[src/logic/npu_arch_pkg.sv]
`default_nettype none

package npu_arch_pkg;

    localparam int DATA_W     = 16;
    localparam int ADDR_W     = 16;
    localparam int LANES      = 8;
    localparam int VREGS      = 16;
    localparam int SREGS      = 16;
    localparam int IMEM_DEPTH = 256;
    localparam int MAX_STORES = 8;

    localparam int LANE_W  = $clog2(LANES);
    localparam int VREG_W  = $clog2(VREGS);
    localparam int IMEM_AW = $clog2(IMEM_DEPTH);
    localparam int STORE_W = $clog2(MAX_STORES);

    // Address map, vector window is register then lane
    localparam logic [ADDR_W-1:0] INST_BASE = 16'h0000;
    localparam logic [ADDR_W-1:0] VEC_BASE  = 16'h0200;
    localparam int                VEC_AW    = VREG_W + LANE_W;

    typedef logic [DATA_W-1:0] elem_t;
    typedef elem_t [LANES-1:0] vec_t;

    typedef struct packed {
        logic              sop;
        logic              eop;
        logic [ADDR_W-1:0] addr;
        elem_t             data;
    } in_beat_t;

    typedef struct packed {
        logic  sop;
        logic  eop;
        elem_t data;
    } out_beat_t;

    typedef struct packed {
        logic              en;
        logic [VREG_W-1:0] vreg;
        logic [LANE_W-1:0] lane;
        elem_t             data;
    } vload_t;

    // VMAC operands for the lane stage
    typedef struct packed {
        logic              valid;
        logic              acc;
        logic [VREG_W-1:0] rd;
        elem_t             scalar;
    } exec_t;

endpackage

`default_nettype wire
[src/logic/mac_lane.sv]
`timescale 1ns/1ns
`default_nettype none

module mac_lane (
    input  wire                       clk,
    input  wire                       rst_n,
    input  wire                       en_i,
    input  wire                       acc_i,
    input  wire npu_arch_pkg::elem_t  scalar_i,
    input  wire npu_arch_pkg::elem_t  elem_i,
    output npu_arch_pkg::elem_t       result_o
);

    npu_arch_pkg::elem_t acc;
    npu_arch_pkg::elem_t prod;

    // Product wraps at the element width
    assign prod     = scalar_i * elem_i;
    assign result_o = acc_i ? acc + prod : prod;

    always_ff @(posedge clk or negedge rst_n) begin
        if (!rst_n) begin
            acc <= '0;
        end else if (en_i) begin
            acc <= result_o;
        end
    end

endmodule

`default_nettype wire

[config.mk]
export PLATFORM = sky130hd
export DESIGN_NAME = mac_lane
export DESIGN_NICKNAME = d
export VERILOG_FILES = /design/src/logic/npu_arch_pkg.sv /design/src/logic/mac_lane.sv
export SDC_FILE = /design/constraint.sdc
export NUM_CORES = 1
export LEC_CHECK = 0
export BUFFER_PORTS_ARGS = -buffer_cell sky130_fd_sc_hd__buf_2
export CORE_MARGIN = 5
export CORE_UTILIZATION = 50
export DETAILED_ROUTE_END_ITERATION = 12
export HOLD_SLACK_MARGIN = 0.06
export PLACE_DENSITY = 0.76
export SLEW_MARGIN = 20
export SYNTH_ARGS = -nofsm -noshare
export SYNTH_HDL_FRONTEND = slang
export SYNTH_SLANG_ARGS = --single-unit
export TNS_END_PERCENT = 5
[constraint.sdc]
create_clock -name clk -period 10.69 [get_ports clk]
set_input_delay 1.6035 -clock clk [delete_from_list [all_inputs] [get_ports clk]]
set_output_delay 1.6035 -clock clk [all_outputs]
set_load 0.05 [all_outputs]
-- Word-level counts from Yosys, hierarchy flattened
Cells that the tools add are included.
- bits in registers: 16
- input bits: 36
- output and inout bits: 16
- word-level logic and storage cells: 4
- add/sub/neg operators: 1
- $mul: 1
- multiplexer cells: 1
- operators by type and width (kind ; count):
    16-bit adder ; 1
    16-bit by 16-bit multiplier with 16-bit output ; 1
    16-bit two-way mux ; 1

-- Depth between registers and ports, before layout
- depth after elaboration: 3
- gate-level depth with buffers: 29
- gate-level depth less buffers: 28

-- Worst setup path after synthesis
Ideal clock, no wire load.
- path type: in2out
- start: input port elem_i[1]
- end: output port result_o[15]
- arrival: 8008 ps
- required time: 9087 ps
- slack: 1079 ps
- cell stages on the path: 27
- buffers on the path: 1
- cell sequence: clkbuf_1 and2_1 fa_1 inv_1 fa_1 inv_1 ha_1 fa_1 fa_1 inv_1 fa_1 inv_1 ha_1 nor2_1 inv_1 a2111oi_0 o21bai_1 a21oi_1 xnor2_1 ha_1 or2_2 a21oi_1 o21ai_1 mux2i_1 nor2_1 o311ai_2 xnor2_1
- longest elaborated chain between the ends: 3
- ends and longest elaborated chain (what ; RTL line ; RTL):
    from (decl) ; mac_lane.sv:10 ; input wire npu_arch_pkg::elem_t elem_i,
    16-bit by 16-bit multiplier with 16-bit output * ; mac_lane.sv:18 ; assign prod = scalar_i * elem_i;
    16-bit adder ; mac_lane.sv:19 ; assign result_o = acc_i ? acc + prod : prod;
    16-bit two-way mux * ; mac_lane.sv:19 ;
    to (decl) ; mac_lane.sv:11 ; output npu_arch_pkg::elem_t result_o
Mark *: on every way between the ends. The rest lies on a longest branch, timed or not.

-- Worst setup path in the final report
Ends and elaborated chain as after synthesis.

==> flow_summary.json <==
{
  "syn_area_per_cell_um2": 8.652,
  "crit_path_max_fanout": 15,
  "finClkSkew_ns": 0.003392,
  "antenna_found_initial": 0,
  "finalWorstSetupSlack_ns": 0.9050,
  "grt_pass1_vias": 4599,
  "drc": 0,
  "viasPerCell": 5.349,
  "yosysSeqAreaShare_pct": 7.186,
  "worstRegToRegCells": 10,
  "detail_route.wl_per_cell_um": 15.94,
  "final_cell_mix": "122 x inv_1, 84 x and2_1, 81 x fa_1, 68 x nand2_1, 65 x ha_1",
  "ctsResizeCount": 0,
  "initial_core_util_pct": 51.17,
  "timing.final.crit_share_pct": 91.53,
  "drt-initial-drc-count": 369,
  "post_cts_buffers": 0,
  "largest_reg_flops": 16,
  "area_growth_pct": 7.231,
  "port_buffers": 51,
  "outcome": "finished clean",
  "hold_depth": 1,
  "cts.sinks": 16,
  "clock_latency_ns": 0.25,
  "min_to": "acc[11]",
  "final_net_count": 864,
  "yosysWarnings": 0,
  "setup_tns_ns": 0,
  "die_h_um": 115.6,
  "max_freq_mhz": 102.2,
  "drive_gt1_share_pct": 11.76,
  "dieArea_um2": 13350,
  "ant_nets": 0,
  "ys.flop_type": "dfrtp_1",
  "antennaDiodeCount": 0,
  "synthCells": 644,
  "grt_max_degree": 28,
  "synth_nets": 826,
  "place_hpwl_um": 10800,
  "core_area_um2": 10890,
  "cts-buffers-inserted": 3,
  "path_clk_slew_ns": 0.06,
  "routed_wl_um": 13070,
  "num_rows": 38,
  "dp.cells": 817,
  "hold_path.class": "flop to flop",
  "min_period_ns": 9.785,
  "synth_area_um2": 5572,
  "async_reset_ff_share_pct": 100.0,
  "dp_slack_ns": 1.021,
  "top_regs": "acc (16)",
  "timing.critical_path.required_ns": 9.09,
  "maxCapViolCount": 0,
  "r2r_start": "acc[0]",
  "num_io_pins": 52,
  "die-width_um": 115.6,
  "top_register": "acc",
  "firstDrtPassIters": 5,
  "place.gp.congestion": 0.9617,
  "synth_edf_count": 0,
  "grt_usage_pct": 20.47,
  "layout.cells.most_common": "inv_1",
  "crit_type": "input port to output port",
  "hold_start": "acc[11]",
  "ys_seq_elements": 16,
  "overflow": 0,
  "tritoncts": "done",
  "slew_headroom_pct": 65.71,
  "finalHoldViolCount": 0,
  "vias": 4386,
  "reg2reg_slack_ns": 7.78,
  "postCtsHoldBufs": 0,
  "clk_path_buf_depth": 2,
  "worst_setup_path_end_kind": "output port",
  "start_kind": "input port",
  "finalNonFillerCells": 820,
  "tightest_slew_ns": 0.5014,
  "rsz0062_at_grt": "no",
  "crit_arrival_ns": 8.18,
  "h-tree-depth": 1,
  "drv_slew": 0,
  "setup_viol": 0,
  "root_buffer": "clkbuf_8",
  "r2r-end": "acc[10]",
  "grt_pass1_wl_um": 22110,
  "ys_types": 50
}
## per-stage QoR
step           hold WS, ns  util (%)  cell area, µm²
2_1_floorplan       0.4875         -            5572
3_3_place_gp        0.4970     54.49            5933
3_5_place_dp        0.5035     54.49            5933
4_1_cts             0.5213     54.87            5974
5_1_grt             0.5443     54.87            5974
6_report            0.5173     54.87            5974
## final cells by class
| type | instances | area [µm²] |
|---|---|---|
| Multi-Input combinational cell | 487 | 4641 |
| Fill cell | 970 | 4913 |
| Sequential cell | 16 | 400.4 |
| Clock buffer | 3 | 41.29 |
| Timing Repair Buffer | 51 | 255.2 |
| Inverter | 123 | 461.7 |
| Tap cell | 140 | 175.2 |
## Yosys cell counts, types with 3 or more instances
cell,n,area (µm²)
dfrtp_1,16,400.4
clkbuf_1,16,60.06
mux2_2,17,191.4
nor3_1,3,15.01
and2_1,84,525.5
o21bai_1,4,30.03
a21oi_1,22,110.1
o21a_1,6,45.04
nor2b_1,5,31.28
inv_1,122,457.9
nand2_1,68,255.2
a21o_1,9,67.56
fa_1,81,1622
o21ai_0,11,55.05
ha_1,65,813.3
nor2_1,20,75.07
nand3_1,6,30.03
o31ai_1,3,22.52
xnor2_1,36,315.3
xor2_1,12,105.1
## critical path, stage by stage
cell       delay (ns)
buf_2            0.20
and2_1           0.19
fa_1             0.53
inv_1            0.05
fa_1             0.53
inv_1            0.04
ha_1             0.18
fa_1             0.48
fa_1             0.55
inv_1            0.05
fa_1             0.47
inv_1            0.04
ha_1             0.21
nor2_1           0.18
inv_1            0.08
a2111oi_0        0.49
o21bai_1         0.15
a21oi_1          0.19
xnor2_1          0.12
ha_1             0.24
or2_2            0.32
a21oi_1          0.13
o21ai_1          0.14
mux2i_1          0.17
nor2_1           0.18
o311ai_2         0.14
xnor2_1          0.21
buf_2            0.29
## metal layers
layer | part of all wire [%] | vias to the layer above | track usage (%)
met5 | 0 | - | 0
met4 | 1.5 | 0 | 5.243
met3 | 7.0 | 18 | 2.820
met2 | 46 | 186 | 32.02
met1 | 45 | 2104 | 30.01
li1 | - | 2078 | -
## worst max path at each step
stage | cells after the start | end | start | slack, ns
2_1_floorplan | 27 | result_o[15] | elem_i[1] | 1.08
3_3_place_gp | 28 | result_o[15] | elem_i[1] | 1.21
3_5_place_dp | 28 | result_o[15] | elem_i[1] | 1.02
4_1_cts | 28 | result_o[15] | elem_i[1] | 1.01
5_1_grt | 28 | result_o[15] | elem_i[1] | 0.50
6_report | 28 | result_o[15] | elem_i[1] | 0.90
## kinds of logic after synthesis
logic type	share of synthesized area [%]
AOI/OAI and AO/OA	9.275
xor gates and xnor gates	8.533
adders and majority gates	43.70
buffers and inverters	9.522
DFF	7.186
muxes	3.615
and+or+nand+nor	18.17
Power is not shown: default switching activity piles up to over one toggle a cycle in this logic, so the estimate is an artifact.
