File: src/logic/npu_isa_pkg.sv
`default_nettype none

package npu_isa_pkg;

    localparam int OP_W  = 3;
    localparam int REG_W = 4;
    localparam int IMM_W = 8;

    localparam logic [OP_W-1:0] OP_MOV    = 3'b010;
    localparam logic [OP_W-1:0] OP_VSTORE = 3'b101;
    localparam logic [OP_W-1:0] OP_VMAC   = 3'b110;

    // Scalar move, func picks low or high byte
    typedef struct packed {
        logic [OP_W-1:0]  opcode;
        logic [REG_W-1:0] rd;
        logic             func;
        logic [IMM_W-1:0] imm;
    } mov_fmt_t;

    // Register format, also used by VSTORE through rs2
    typedef struct packed {
        logic [OP_W-1:0]  opcode;
        logic [REG_W-1:0] rd;
        logic [REG_W-1:0] rs1;
        logic [REG_W-1:0] rs2;
        logic             func;
    } vmac_fmt_t;

    typedef union packed {
        mov_fmt_t  mov;
        vmac_fmt_t vmac;
    } inst_u;

endpackage

`default_nettype wire

File: src/logic/npu_arch_pkg.sv
`default_nettype none

package npu_arch_pkg;

    localparam int DATA_W     = 16;
    localparam int ADDR_W     = 16;
    localparam int LANES      = 8;
    localparam int VREGS      = 16;
    localparam int SREGS      = 16;
    localparam int IMEM_DEPTH = 256;
    localparam int MAX_STORES = 8;

    localparam int LANE_W  = $clog2(LANES);
    localparam int VREG_W  = $clog2(VREGS);
    localparam int IMEM_AW = $clog2(IMEM_DEPTH);
    localparam int STORE_W = $clog2(MAX_STORES);

    // Address map, vector window is register then lane
    localparam logic [ADDR_W-1:0] INST_BASE = 16'h0000;
    localparam logic [ADDR_W-1:0] VEC_BASE  = 16'h0200;
    localparam int                VEC_AW    = VREG_W + LANE_W;

    typedef logic [DATA_W-1:0] elem_t;
    typedef elem_t [LANES-1:0] vec_t;

    typedef struct packed {
        logic              sop;
        logic              eop;
        logic [ADDR_W-1:0] addr;
        elem_t             data;
    } in_beat_t;

    typedef struct packed {
        logic  sop;
        logic  eop;
        elem_t data;
    } out_beat_t;

    typedef struct packed {
        logic              en;
        logic [VREG_W-1:0] vreg;
        logic [LANE_W-1:0] lane;
        elem_t             data;
    } vload_t;

    // VMAC operands for the lane stage
    typedef struct packed {
        logic              valid;
        logic              acc;
        logic [VREG_W-1:0] rd;
        elem_t             scalar;
    } exec_t;

endpackage

`default_nettype wire
File: src/logic/inst_mem.sv
`timescale 1ns/1ns
`default_nettype none

module inst_mem (
    input  wire                              clk,
    input  wire                              rst_n,
    input  wire                              wen_i,
    input  wire [npu_arch_pkg::IMEM_AW-1:0]  waddr_i,
    input  wire [npu_arch_pkg::DATA_W-1:0]   wdata_i,
    input  wire                              ren_i,
    input  wire [npu_arch_pkg::IMEM_AW-1:0]  raddr_i,
    output npu_isa_pkg::inst_u               inst_o
);

    npu_isa_pkg::inst_u mem [npu_arch_pkg::IMEM_DEPTH];

    always_ff @(posedge clk) begin
        if (wen_i) begin
            mem[waddr_i] <= wdata_i;
        end
    end

    // Holds the last fetched word between fetches
    always_ff @(posedge clk or negedge rst_n) begin
        if (!rst_n) begin
            inst_o <= '0;
        end else if (ren_i) begin
            inst_o <= mem[raddr_i];
        end
    end

endmodule

`default_nettype wire

File: config.mk
export PLATFORM = sky130hd
export DESIGN_NAME = inst_mem
export DESIGN_NICKNAME = d
export VERILOG_FILES = /design/src/logic/npu_isa_pkg.sv /design/src/logic/npu_arch_pkg.sv /design/src/logic/inst_mem.sv
export SDC_FILE = /design/constraint.sdc
export NUM_CORES = 2
export LEC_CHECK = 0
export BUFFER_PORTS_ARGS = -buffer_cell sky130_fd_sc_hd__buf_2
export CAP_MARGIN = 0
export CELL_PAD_IN_SITES_DETAIL_PLACEMENT = 0
export CELL_PAD_IN_SITES_GLOBAL_PLACEMENT = 2
export CORE_ASPECT_RATIO = 0.8
export CORE_UTILIZATION = 45
export CTS_BUF_LIST = sky130_fd_sc_hd__clkbuf_8
export DETAILED_ROUTE_END_ITERATION = 8
export PLACE_DENSITY = 0.73
export SLEW_MARGIN = 40
export SYNTH_ARGS = -nofsm -noshare
export SYNTH_HDL_FRONTEND = slang
export SYNTH_SLANG_ARGS = --single-unit
File: constraint.sdc
create_clock -name clk -period 2.2 [get_ports clk]
set_input_delay 0.11 -clock clk [delete_from_list [all_inputs] [get_ports clk]]
set_output_delay 0.11 -clock clk [all_outputs]
set_load 0.05 [all_outputs]
## After elaboration in Yosys (flattened, before gate mapping)

Memory sizes are Yosys's and may differ from the RTL's. A register that Yosys moved wholly into a read port is not among the register bits.
Index checks and enable logic that the tools add are counted.

- Mux-type cells: 2
- Reduce and logical (&&, ||, !) cells: 1

Operator list:

| cell | number |
|---|---|
| 2-to-1 mux 1 bit | 2 |
| logical NOT 1 bit | 1 |

- Input bits: 36
- RAM bits: 4096
- Register bits: 0
- Memories kept: 1

Memories:

| memory | depth | width | read ports | clocked after memory_dff | write ports | RTL line | source |
|---|---|---|---|---|---|---|---|
| mem | 256 | 16 | 1 | 1 | 1 | inst_mem.sv:15 | `npu_isa_pkg::inst_u mem [npu_arch_pkg::IMEM_DEPTH];` |

## Longest topological paths before layout

- Depth after elaboration: 2
- Depth in mapped cells: 13
- Gate-level depth less buffers: 7

## Worst setup path before layout

No wires, ideal clock.

- Path kind: input -> register
- From: input waddr_i[0] (netlist name)
- To: memory mem[237][0] (netlist name), enable pin
- Stages: 6
- Path buffers: 3
- Data arrival time: 1886 ps
- Setup slack: -75 ps
- Path through: clkbuf_1 > nor2b_1 > clkbuf_1 > nand4_1 > clkbuf_1 > nor2_1

RTL lines:

| element | RTL line | source |
|---|---|---|
| start: declaration | inst_mem.sv:8 | `input wire [npu_arch_pkg::IMEM_AW-1:0] waddr_i,` |
| end: declaration | inst_mem.sv:15 |  |

Straight into the memory's write port.

==> flow_summary.ini <==
[min_path]
min_to = mem[60][2]
hold_depth = 2
min_from = wdata_i[2]
hp-class = primary input to flop

[die]
ios = 52
rows = 194
die_h_um = 534
initial_core_util_pct = 45.4
die-area_um2 = 356000
die_w_um = 667
core_um2 = 351000

[setup_path]
reg2reg_to = inst_o[7]
startpoint = mem[198][7]
startpoint_type = flop
worst-endpoint-arrival_ns = 3.29
end_kind = flop
crit_slowest_cell = mux4_2
critPathKind = flop to flop
cpPeakStageDelay_ns = 0.48
cp_cell_sequence = mux4_2 > mux2_4 > o22ai_4 > buf_6 > nor3_4 > and3_1 > nand4_1 > o221ai_1
critPathBufInv = 1
ff2ff_setup_slack_ns = -0.17
r2r_cells = 8
cp_data_required_time_ns = 3.13
crit_family = multiplexers
r2r-start = mem[198][7]
crit_fanout = 1

[cts]
cts_tree = built
htree_num_levels = 6
numCtsBuffers = 634
clk_latency_ns = 1.08
cts_root_buf = clkbuf_8
post_cts_buffers = 0
clockBufferDepth = 4
clock-sinks = 4112
clk_pin_slew_worst_paths_ns = 0.06

[power]
internal-power_w = 0.119
combPwrFrac_pct = 6.6
power.leakage_nw = 63.0
total_power_w = 0.155
swShare_pct = 23.2
p_sw_w = 0.0360
clkPwrFrac_pct = 37.5
power.density_nw_per_um2 = 816
seq_power_share_pct = 55.8
ir_drop_uv = 529

[placement]
place_congestion = 0.881
hpwl_um = 310000
place_ws_ns = -1.36
dp_cells = 13100
port-buffer-count = 51

[synthesis]
yosysMostFrequentCell = edfxtp_1
ys_top_cells_by_count = edfxtp_1, mux4_2, mux2i_1, nor2_1, o22ai_1
synth_nets = 7572
synth_cells = 7536
ys.flop_type = edfxtp_1
async_flop_share_pct = 0.389
synth_xor_area_share_pct = 0
ys_seq_area_share_pct = 77.6
synth-seq-cells = 4112
synth-simple-area-share_pct = 2.03
syn_area_um2 = 159000
synthAdderAreaFrac_pct = 0
avgSynthCellArea_um2 = 21.1
synth-edff-count = 4096
post-synth-top-area-cell = edfxtp_1
ys_top_cells_by_area = edfxtp_1, mux4_2, mux2i_1
synth.distinct_cells = 71
synth_top_family_by_area = multiplexers
synth-compound-area-share_pct = 3.72
synth_top_area_share_pct = 77.3
synth.mux.area_fraction_pct = 14.7
yosys_warnings = 0

[global_route]
gr-total-overflow = 0
grt_pass1_vias = 85000
grt_util_all_layers_pct = 26.4
antenna_found_initial = 38
grt_pass1_wl_um = 659000
grt_start_max_net_pins = 108

[detailed_routing]
ant_nets = 0
avgViaCountPerCell = 6.01
drtIter0Drc = 11200
wirelength_um = 475000
drcViolationCount = 0
drtPass1Iterations = 5
wire_per_inst_um = 33.3
vias = 85700

[timing]
setup_viol = 8
clock_skew_ns = 0.0759
fin_crit_ns = 2.37
rsz0062_at_grt = true
fin_crit_sh_pct = 108
timing.slew.headroom_pct = 37.0
finalMaxSlewViolations = 0
max_freq_mhz = 423
worst_slew_pin_slew_ns = 0.945
fin_ws_ns = -0.165
hold_viol = 0

[layout]
nNetsFinal = 9124
utilization_pct = 54.3
area_growth_pct = 19.5
drive_above_1_share_pct = 32.4
layoutNonFillerInstCount = 14300
fillers = 27000

[run_status]
failed_checks = setup timing
status = finished with violations

[job]
maxCapViolCount = 0
-- timing repair --
action	CTS	global route
pin swaps	41	58
hold buffers	41	0
setup endpoints to repair	24	32
hold endpoints to repair	5007	0
gates resized for setup	200	107
-- power by group through the flow --
stage                     Combinational, W  Sequential, W  Clock, W
after global routing                0.0106         0.0865    0.0623
final                               0.0103         0.0866    0.0582
after CTS                           0.0101         0.0866    0.0591
after global placement             0.00966         0.0882         0
after floorplan                    0.00414         0.0883         0
after detailed placement           0.00980         0.0882         0
-- how the worst max path moves through the flow --
| stage | endpoint | slack (ns) | cells past startpoint |
|---|---|---|---|
| floorplan | mem[237][0] | -0.07 | 6 |
| detailed placement | inst_o[10] | -1.36 | 12 |
| CTS | inst_o[12] | -0.12 | 8 |
| global route | inst_o[7] | -0.23 | 8 |
| finish | inst_o[7] | -0.17 | 8 |
| global placement | inst_o[6] | -1.51 | 11 |
-- layout make-up --
| class | instances | area (um^2) | share of cell area (%) |
|---|---|---|---|
| diodes | 15 | 37.5 | 0.0197 |
| clock inverters | 440 | 2170 | 1.14 |
| well taps | 4704 | 5890 | 3.10 |
| repair buffers | 1375 | 15400 | 8.12 |
| multi-input cells | 2950 | 34100 | 18.0 |
| inverters | 15 | 63.8 | 0.0336 |
| flip-flops and latches | 4112 | 123000 | 64.9 |
| clock buffers | 655 | 9010 | 4.74 |
-- kinds of logic (layout without fill, tap and decap cells) --
group                  Yosys count  after routing
buffers and inverters          474           2485
AOI/OAI and AO/OA              842            842
DFF                           4112           4112
and+or+nand+nor                724            724
muxes                         1384           1384
other                            0             15
-- per-stage QoR --
step	setup TNS, ns	hold slack (ns)	cell area, um^2
4_1_cts	-0.853	0.0217	190000
6_report	-0.414	0.0834	190000
3_5_place_dp	-18.52	0.216	177000
5_1_grt	-0.814	0.0569	190000
3_3_place_gp	-20.63	0.215	177000
2_1_floorplan	-98.45	-0.186	159000
-- metal layers --
layer / vias to the layer above / part of all wire [%] / wire length [um] / GRT usage, %
met4: 4 / 3.6 / 17200 / 8.81
met1: 45500 / 41 / 194000 / 38.1
met5: - / 0.0051 / 24 / 0
li1: 34900 / - / - / -
met2: 4557 / 46 / 218000 / 40.5
met3: 758 / 9.7 / 46200 / 5.40
-- flip-flops by register name, summed over array words and instances (netlist names) --
register and cells:
mem 4096, inst_o 16
-- layout by cell type, fill, tap and decap left out, types with 45 or more instances in the layout --
cell,instances
edfxtp_1,4096
buf_4,881
mux4_2,689
clkbuf_8,660
mux2i_1,598
buf_12,390
nor2_1,238
inv_1,216
o22ai_1,191
nand2_1,178
clkinv_1,148
o221ai_1,104
a21oi_1,97
a22oi_1,92
o21ai_0,68
nor2_2,66
a211oi_1,52
clkinv_2,49
mux4_1,47
nand3_1,45
(Power assumes the default switching activity.)
