## src/logic/npu_isa_pkg.sv

```systemverilog
`default_nettype none

package npu_isa_pkg;

    localparam int OP_W  = 3;
    localparam int REG_W = 4;
    localparam int IMM_W = 8;

    localparam logic [OP_W-1:0] OP_MOV    = 3'b010;
    localparam logic [OP_W-1:0] OP_VSTORE = 3'b101;
    localparam logic [OP_W-1:0] OP_VMAC   = 3'b110;

    // Scalar move, func picks low or high byte
    typedef struct packed {
        logic [OP_W-1:0]  opcode;
        logic [REG_W-1:0] rd;
        logic             func;
        logic [IMM_W-1:0] imm;
    } mov_fmt_t;

    // Register format, also used by VSTORE through rs2
    typedef struct packed {
        logic [OP_W-1:0]  opcode;
        logic [REG_W-1:0] rd;
        logic [REG_W-1:0] rs1;
        logic [REG_W-1:0] rs2;
        logic             func;
    } vmac_fmt_t;

    typedef union packed {
        mov_fmt_t  mov;
        vmac_fmt_t vmac;
    } inst_u;

endpackage

`default_nettype wire

```

## src/logic/npu_arch_pkg.sv

```systemverilog
`default_nettype none

package npu_arch_pkg;

    localparam int DATA_W     = 16;
    localparam int ADDR_W     = 16;
    localparam int LANES      = 8;
    localparam int VREGS      = 16;
    localparam int SREGS      = 16;
    localparam int IMEM_DEPTH = 256;
    localparam int MAX_STORES = 8;

    localparam int LANE_W  = $clog2(LANES);
    localparam int VREG_W  = $clog2(VREGS);
    localparam int IMEM_AW = $clog2(IMEM_DEPTH);
    localparam int STORE_W = $clog2(MAX_STORES);

    // Address map, vector window is register then lane
    localparam logic [ADDR_W-1:0] INST_BASE = 16'h0000;
    localparam logic [ADDR_W-1:0] VEC_BASE  = 16'h0200;
    localparam int                VEC_AW    = VREG_W + LANE_W;

    typedef logic [DATA_W-1:0] elem_t;
    typedef elem_t [LANES-1:0] vec_t;

    typedef struct packed {
        logic              sop;
        logic              eop;
        logic [ADDR_W-1:0] addr;
        elem_t             data;
    } in_beat_t;

    typedef struct packed {
        logic  sop;
        logic  eop;
        elem_t data;
    } out_beat_t;

    typedef struct packed {
        logic              en;
        logic [VREG_W-1:0] vreg;
        logic [LANE_W-1:0] lane;
        elem_t             data;
    } vload_t;

    // VMAC operands for the lane stage
    typedef struct packed {
        logic              valid;
        logic              acc;
        logic [VREG_W-1:0] rd;
        elem_t             scalar;
    } exec_t;

endpackage

`default_nettype wire
```

## src/logic/operand_fetch.sv

```systemverilog
`timescale 1ns/1ns
`default_nettype none

module operand_fetch (
    input  wire                           clk,
    input  wire                           rst_n,
    input  wire npu_isa_pkg::inst_u       inst_i,
    input  wire                           inst_valid_i,
    input  wire npu_arch_pkg::vec_t       rs2_vec_i,
    output logic [npu_isa_pkg::REG_W-1:0] rs2_idx_o,
    output npu_arch_pkg::exec_t           exec_o,
    output npu_arch_pkg::vec_t            vec_o,
    output logic                          store_en_o,
    output logic [npu_isa_pkg::REG_W-1:0] store_reg_o
);

    logic                          dec_valid;
    logic [npu_isa_pkg::OP_W-1:0]  opcode;
    logic                          is_mov;
    logic                          is_vmac;
    npu_arch_pkg::elem_t           mov_val;
    npu_arch_pkg::elem_t           sreg [npu_arch_pkg::SREGS];

    // Instruction word lands one cycle after the fetch request
    always_ff @(posedge clk or negedge rst_n) begin
        if (!rst_n) begin
            dec_valid <= 1'b0;
        end else begin
            dec_valid <= inst_valid_i;
        end
    end

    assign opcode  = inst_i.mov.opcode;
    assign is_mov  = dec_valid && (opcode == npu_isa_pkg::OP_MOV);
    assign is_vmac = dec_valid && (opcode == npu_isa_pkg::OP_VMAC);

    assign store_en_o  = dec_valid && (opcode == npu_isa_pkg::OP_VSTORE);
    assign store_reg_o = inst_i.vmac.rs2;
    assign rs2_idx_o   = inst_i.vmac.rs2;

    //////////////////////////////////////////////////////////////////////
    // Scalar registers
    //////////////////////////////////////////////////////////////////////

    assign mov_val = inst_i.mov.func
        ? {inst_i.mov.imm, {npu_isa_pkg::IMM_W{1'b0}}}
        : {{(npu_arch_pkg::DATA_W - npu_isa_pkg::IMM_W){1'b0}}, inst_i.mov.imm};

    always_ff @(posedge clk or negedge rst_n) begin
        if (!rst_n) begin
            for (int i = 0; i < npu_arch_pkg::SREGS; i++) begin
                sreg[i] <= '0;
            end
        end else if (is_mov) begin
            sreg[inst_i.mov.rd] <= mov_val;
        end
    end

    //////////////////////////////////////////////////////////////////////
    // Lane operands
    //////////////////////////////////////////////////////////////////////

    always_ff @(posedge clk or negedge rst_n) begin
        if (!rst_n) begin
            exec_o <= '0;
        end else begin
            exec_o.valid <= is_vmac;
            if (is_vmac) begin
                exec_o.acc    <= inst_i.vmac.func;
                exec_o.rd     <= inst_i.vmac.rd;
                exec_o.scalar <= sreg[inst_i.vmac.rs1];
            end
        end
    end

    // rs2 already carries the lane result written this cycle
    always_ff @(posedge clk) begin
        if (is_vmac) begin
            vec_o <= rs2_vec_i;
        end
    end

endmodule

`default_nettype wire

```

## config.mk

```make
export PLATFORM = sky130hd
export DESIGN_NAME = operand_fetch
export DESIGN_NICKNAME = d
export VERILOG_FILES = /design/src/logic/npu_isa_pkg.sv /design/src/logic/npu_arch_pkg.sv /design/src/logic/operand_fetch.sv
export SDC_FILE = /design/constraint.sdc
export NUM_CORES = 1
export LEC_CHECK = 0
export ABC_AREA = 1
export ABC_CLOCK_PERIOD_IN_PS = 2650
export BUFFER_PORTS_ARGS = -buffer_cell sky130_fd_sc_hd__buf_4
export CORE_ASPECT_RATIO = 0.8
export CORE_MARGIN = 5
export CORE_UTILIZATION = 40
export DETAILED_ROUTE_END_ITERATION = 8
export RECOVER_POWER = 50
export SYNTH_ARGS = -nofsm -noshare
export SYNTH_HDL_FRONTEND = slang
export SYNTH_SLANG_ARGS = --single-unit
```

## constraint.sdc

```tcl
create_clock -name clk -period 2.65 [get_ports clk]
set_clock_uncertainty 0.15 [all_clocks]
set_input_delay 0.53 -clock clk [delete_from_list [all_inputs] [get_ports clk]]
set_output_delay 0.53 -clock clk [all_outputs]
set_load 0.01 [all_outputs]
```

==> Word-level counts from Yosys, hierarchy flattened <==
Index checks and enable logic that the tools add are counted.
{ "word_totals": {"ff_bits": 407, "latchBits": 0, "ram_bits": 0, "rom_bits": 0, "in_bits": 147, "output_inout_bits": 159, "n_memories": 0} }
{ "classes": {"addsub": 0, "mul": 0, "div_mod_pow": 0, "order_cmp": 3, "eq_ne": 3, "shifts": 0, "mux": 7, "bitwise": 2, "reduce_logical": 4} }
{ "op_table": {"columns": ["op", "n"], "rows": [
  ["256-bit bitwise mux", 1],
  ["16-bit binary-select mux with 4-bit select", 1],
  ["16-bit demux with 4-bit select", 1],
  ["16-bit two-way mux", 4],
  ["5-bit greater-or-equal comparator, second input constant", 2],
  ["4-bit inverter with 5-bit output", 2],
  ["3-bit equality test, second input constant", 2],
  ["5-bit by 1-bit < comparator with 1-bit output, second input constant", 1],
  ["1-bit logical AND", 4],
  ["3-bit by 2-bit equality test with 1-bit output, second input constant", 1]
]} }

==> Depth between registers and ports, before layout <==
{ "logic_depth": {"word_depth": 6, "depth_mapped": 10, "mapped_depth_nobuf": 8} }

==> Worst setup path before layout <==
No wires, ideal clock.
{ "synth_path": {"path_type": "input -> register", "startpoint": "input inst_i[13] (netlist bit)", "endpoint": "register vec_o[0] (netlist bit) (enable)", "t_arrival_ns": 2.507, "setup_slack_ns": -0.440, "path_stages": 4, "n_path_buf": 1, "path_cell_list": "inv_1 -> nand2_2 -> nor2_2 -> buf_2"} }
{ "synth_via": {"elab_chain_len": 2} }
{ "synth_lines": {"columns": ["item", "line", "rtl"], "rows": [
  ["start: declaration", "operand_fetch.sv:7", "input wire npu_isa_pkg::inst_u inst_i,"],
  ["3-bit equality test", "operand_fetch.sv:35", "assign is_vmac = dec_valid && (opcode == npu_isa_pkg::OP_VMAC);"],
  ["1-bit logical AND", "operand_fetch.sv:35", null],
  ["named net is_vmac", "operand_fetch.sv:20", "logic is_vmac;"],
  ["end signal: assignment", "operand_fetch.sv:79", "vec_o <= rs2_vec_i;"],
  ["end: declaration", "operand_fetch.sv:12", "output npu_arch_pkg::vec_t vec_o,"]
]} }
The timed path passes the listed nets, and every way through them passes these cells.
A chain may end at the register's enable or synchronous reset.

==> Worst setup path in the final report <==
{ "layout_path": {"startpoint": "register dec_valid", "endpoint": "register vec_o[72] (netlist bit) (enable)"} }
{ "layout_via": {"elab_chain_len": 1} }
{ "layout_lines": {"columns": ["item", "line", "rtl"], "rows": [
  ["start: declaration", "operand_fetch.sv:17", "logic dec_valid;"],
  ["start signal: assignment", "operand_fetch.sv:29", "dec_valid <= inst_valid_i;"],
  ["1-bit logical AND", "operand_fetch.sv:35", null]
]} }
No other way between the ends.

==> results.py <==
metrics = {
    "worst_setup_path": {
        "type_of_element_capturing_the_critical_path": "flip-flop",
        "regToRegEndpoint": "vec_o[72]",
        "critPathSlowestCell": "sky130_fd_sc_hd__clkbuf_2",
        "critical_path_source_type": "flip-flop",
        "worst-path-max-fanout": 38,
        "critPathRequiredTime_ps": 2670,
        "worstSetupPathDepth": 4,
        "timing.critical_path.arrival_ps": 2250,
        "rr_startpoint": "dec_valid",
        "timing.critical_path.max_delay_family": "buffers and inverters",
        "r2r.worst_path.cells": 4,
        "critPathBufInv": 2,
        "worstPathCellList": "nand2_1, nor2_1, buf_12, clkbuf_2",
        "reg2reg_setup_slack_ps": 430,
        "timing_worst_setup_path_type": "reg -> reg",
        "cpPeakStageDelay_ps": 780,
        "crit_path_start": "dec_valid",
        "timing.critical_path.to": "vec_o[72]",
    },
    "timing": {
        "final-setup-viol-count": 0,
        "rsz0062_at_grt": "no",
        "slew-limit-headroom_pct": 23.74,
        "worstMarginPinSlew_ps": 1144,
        "fin_crit_sh_pct": 83.86,
        "fmax_mhz": 450.0,
        "maxSlewViolCount": 0,
        "setup_total_negative_slack_ps": 0,
        "final-hold-violation-count": 0,
        "tmin_final_ps": 2222,
    },
    "floorplan": {
        "die_width_um": 242.6,
        "starting_density_pct": 40.28,
        "placement_rows": 68,
        "io_pins": 306,
        "die_height_um": 196.0,
        "core_area_um2": 42970,
        "die_area_um2": 47550,
    },
    "clock_network": {
        "max-clock-path-buffers": 3,
        "clock_network_latency_to_the_later_pin_of_the_worst_skew_pair_ps": 550,
        "cts.reportedPaths.clkPinSlew_ps": 60,
        "cts_setup_buffers": 0,
        "cts_htree_levels": 2,
        "tritoncts": "built",
        "post_cts_resized": 0,
        "cts_hold_repair.buffers": 124,
        "clk_sink_count": 407,
        "clockRootBuffer": "sky130_fd_sc_hd__clkbuf_16",
        "tritoncts.num_buffers": 41,
    },
    "yosys": {
        "mapped_area_um2": 17310,
        "ys_ff_latch": 407,
        "synth_cell_type_count": 24,
        "syn-num-nets": 1998,
        "syn_inst": 1851,
        "ys_seq_area_share_pct": 62.56,
        "synth_warnings": 0,
        "post_synth.cell_area_avg_um2": 9.349,
    },
    "detailed_routing": {
        "via_density_per_instance": 4.943,
        "detailroute.via_count": 14060,
        "routed_wirelength_mm": 52.87,
        "drt-pass1-iter-count": 5,
        "drt-wirelength-per-cell_um": 18.58,
        "ant_nets": 0,
        "drc": 0,
        "drt_first_iter_violations": 1113,
    },
    "job": {
        "number_of_maximum_capacitance_violations": 0,
    },
    "place": {
        "placement.io_buffers": 305,
        "placedCellCount": 2644,
        "replace_congestion": 0.8373,
        "hpwlAfterDp_mm": 33.82,
    },
    "hold_path": {
        "worst_hold_startpoint": "rs2_vec_i[100]",
        "min-delay-path-class": "in -> reg",
    },
    "power_and_ir_drop": {
        "vdd_drop_max_v": 0.0003970,
        "pwr-share-seq_pct": 49.0,
        "intPower_mw": 10.74,
        "power.net_switching_mw": 3.385,
        "sw_frac_of_total_pct": 23.96,
        "clock_power_share_pct": 40.4,
        "cell_area_power_density_nw_per_um2": 625.9,
        "p_leak_nw": 10.16,
        "power_frac_comb_pct": 10.5,
    },
    "global_routing": {
        "global_route.usage.total_pct": 21.88,
        "grt_antenna_before_repair": 0,
        "first_global_vias": 13660,
        "globalRoute.totalOverflow": 0,
        "grt_pass1_wl_mm": 82.49,
        "grt_max_degree": 70,
    },
    "finish": {
        "fill_cells": 3882,
        "area_added_between_synthesis_and_finish_pct": 30.44,
        "final_layout_size_suffix_gt1_share_pct": 19.35,
        "number_of_nets_in_the_layout": 2399,
        "cell_count_final_fillers_out": 2845,
    },
    "outcome": {
        "run_status": "completed",
    },
}
[metal layers]
metal	vias up	share of wire (%)	track usage, %
met1	6799	45	31.64
li1	6708	-	-
met5	-	0	0
met4	0	2.2	5.282
met2	474	45	34.05
met3	83	7.3	4.753
[worst min path at each step]
stage / endpoint / slack, ps / cells after the start
after detailed placement: sreg[57] / 320 / 2
after CTS: vec_o[100] / 0.1 / 1
final: vec_o[100] / 50 / 1
after global routing: vec_o[100] / 30 / 1
after global placement: sreg[29] / 310 / 2
after floorplan: dec_valid / 80 / 0
[cells in the final DEF (no fill, tap or decap), drive strengths merged]
cell type / netlist / final
clkinv: 0 / 7
clkbuf: 30 / 211
nand3: 142 / 142
diode: 0 / 1
bufinv: 0 / 1
inv: 172 / 173
dfrtp: 279 / 279
nor3: 1 / 1
buf: 92 / 210
edfxtp: 128 / 128
nor2: 92 / 92
o21ai: 282 / 282
nand2: 633 / 633
dlygate4sd3: 0 / 125
[cells by family (layout without fill, tap and decap cells)]
logic type | Yosys count | in the layout | synth area share [%]
AOI/OAI and AO/OA | 282 | 282 | 8.459
buffers and inverters | 294 | 727 | 7.996
DFF | 407 | 407 | 62.56
other | 0 | 1 | 0
and+or+nand+nor | 868 | 868 | 20.99
[power by group through the flow]
stage / Clock, mW / Combinational [mW] / Sequential [mW]
2_1_floorplan: 0 / 0.628 / 7.07
3_3_place_gp: 0 / 1.35 / 7.04
6_report: 5.71 / 1.49 / 6.93
4_1_cts: 5.84 / 1.53 / 6.93
3_5_place_dp: 0 / 1.37 / 7.04
5_1_grt: 6.12 / 1.66 / 6.96
[sequential cells by signal, indices dropped and copies added (netlist names)]
register	count
vec_o	128
sreg	256
dec_valid	1
exec_o	22
[synth_stat cells]
cell	instances	area, um2
sky130_fd_sc_hd__nor3_1	1	5.000
sky130_fd_sc_hd__inv_2	6	22.52
sky130_fd_sc_hd__nor2_4	3	33.78
sky130_fd_sc_hd__nor2_2	4	25.02
sky130_fd_sc_hd__edfxtp_1	128	3844
sky130_fd_sc_hd__nand3_4	2	35.03
sky130_fd_sc_hd__nand2_2	10	62.56
sky130_fd_sc_hd__buf_2	56	280.3
sky130_fd_sc_hd__nand2_4	5	56.30
sky130_fd_sc_hd__nor2_1	81	304.0
sky130_fd_sc_hd__buf_6	17	191.4
sky130_fd_sc_hd__o21ai_2	14	122.6
sky130_fd_sc_hd__nor2_8	4	80.08
sky130_fd_sc_hd__nand3_1	138	690.7
sky130_fd_sc_hd__inv_1	165	619.3
sky130_fd_sc_hd__o21ai_1	179	895.9
sky130_fd_sc_hd__buf_4	19	142.6
sky130_fd_sc_hd__nand3_2	2	20.02
sky130_fd_sc_hd__inv_4	1	6.260
sky130_fd_sc_hd__o21ai_0	89	445.4
sky130_fd_sc_hd__clkbuf_2	7	35.03
sky130_fd_sc_hd__nand2_1	618	2320
sky130_fd_sc_hd__clkbuf_1	23	86.33
sky130_fd_sc_hd__dfrtp_1	279	6982
[cell type report]
type                       count  area, um2  share of cell area [%]
sequential                   407      10830                   47.96
multi-input combinational   1150       5046                   22.35
timing repair buffer         480       4035                   17.88
clock buffer                  66       1242                   5.504
tap                          560      700.7                   3.104
inverter                     172      648.1                   2.871
clock inverter                 9      72.57                  0.3215
antenna                        1      2.502                 0.01109
[metrics by stage]
stage          area (um2)  util [%]  hold WS, ps  setup slack, ps  total power, mW
3_5_place_dp        20150     46.89        320.6            428.0            8.409
3_3_place_gp        20150     46.89        315.0            446.1            8.383
6_report            22570     52.54        48.04            427.7            14.13
5_1_grt             22570     52.53        27.58            253.1            14.74
4_1_cts             22700     52.84       0.1344            562.5            14.30
2_1_floorplan       17310         -        84.41            242.0            7.693
No activity file was read; power rests on OpenSTA's default activity.
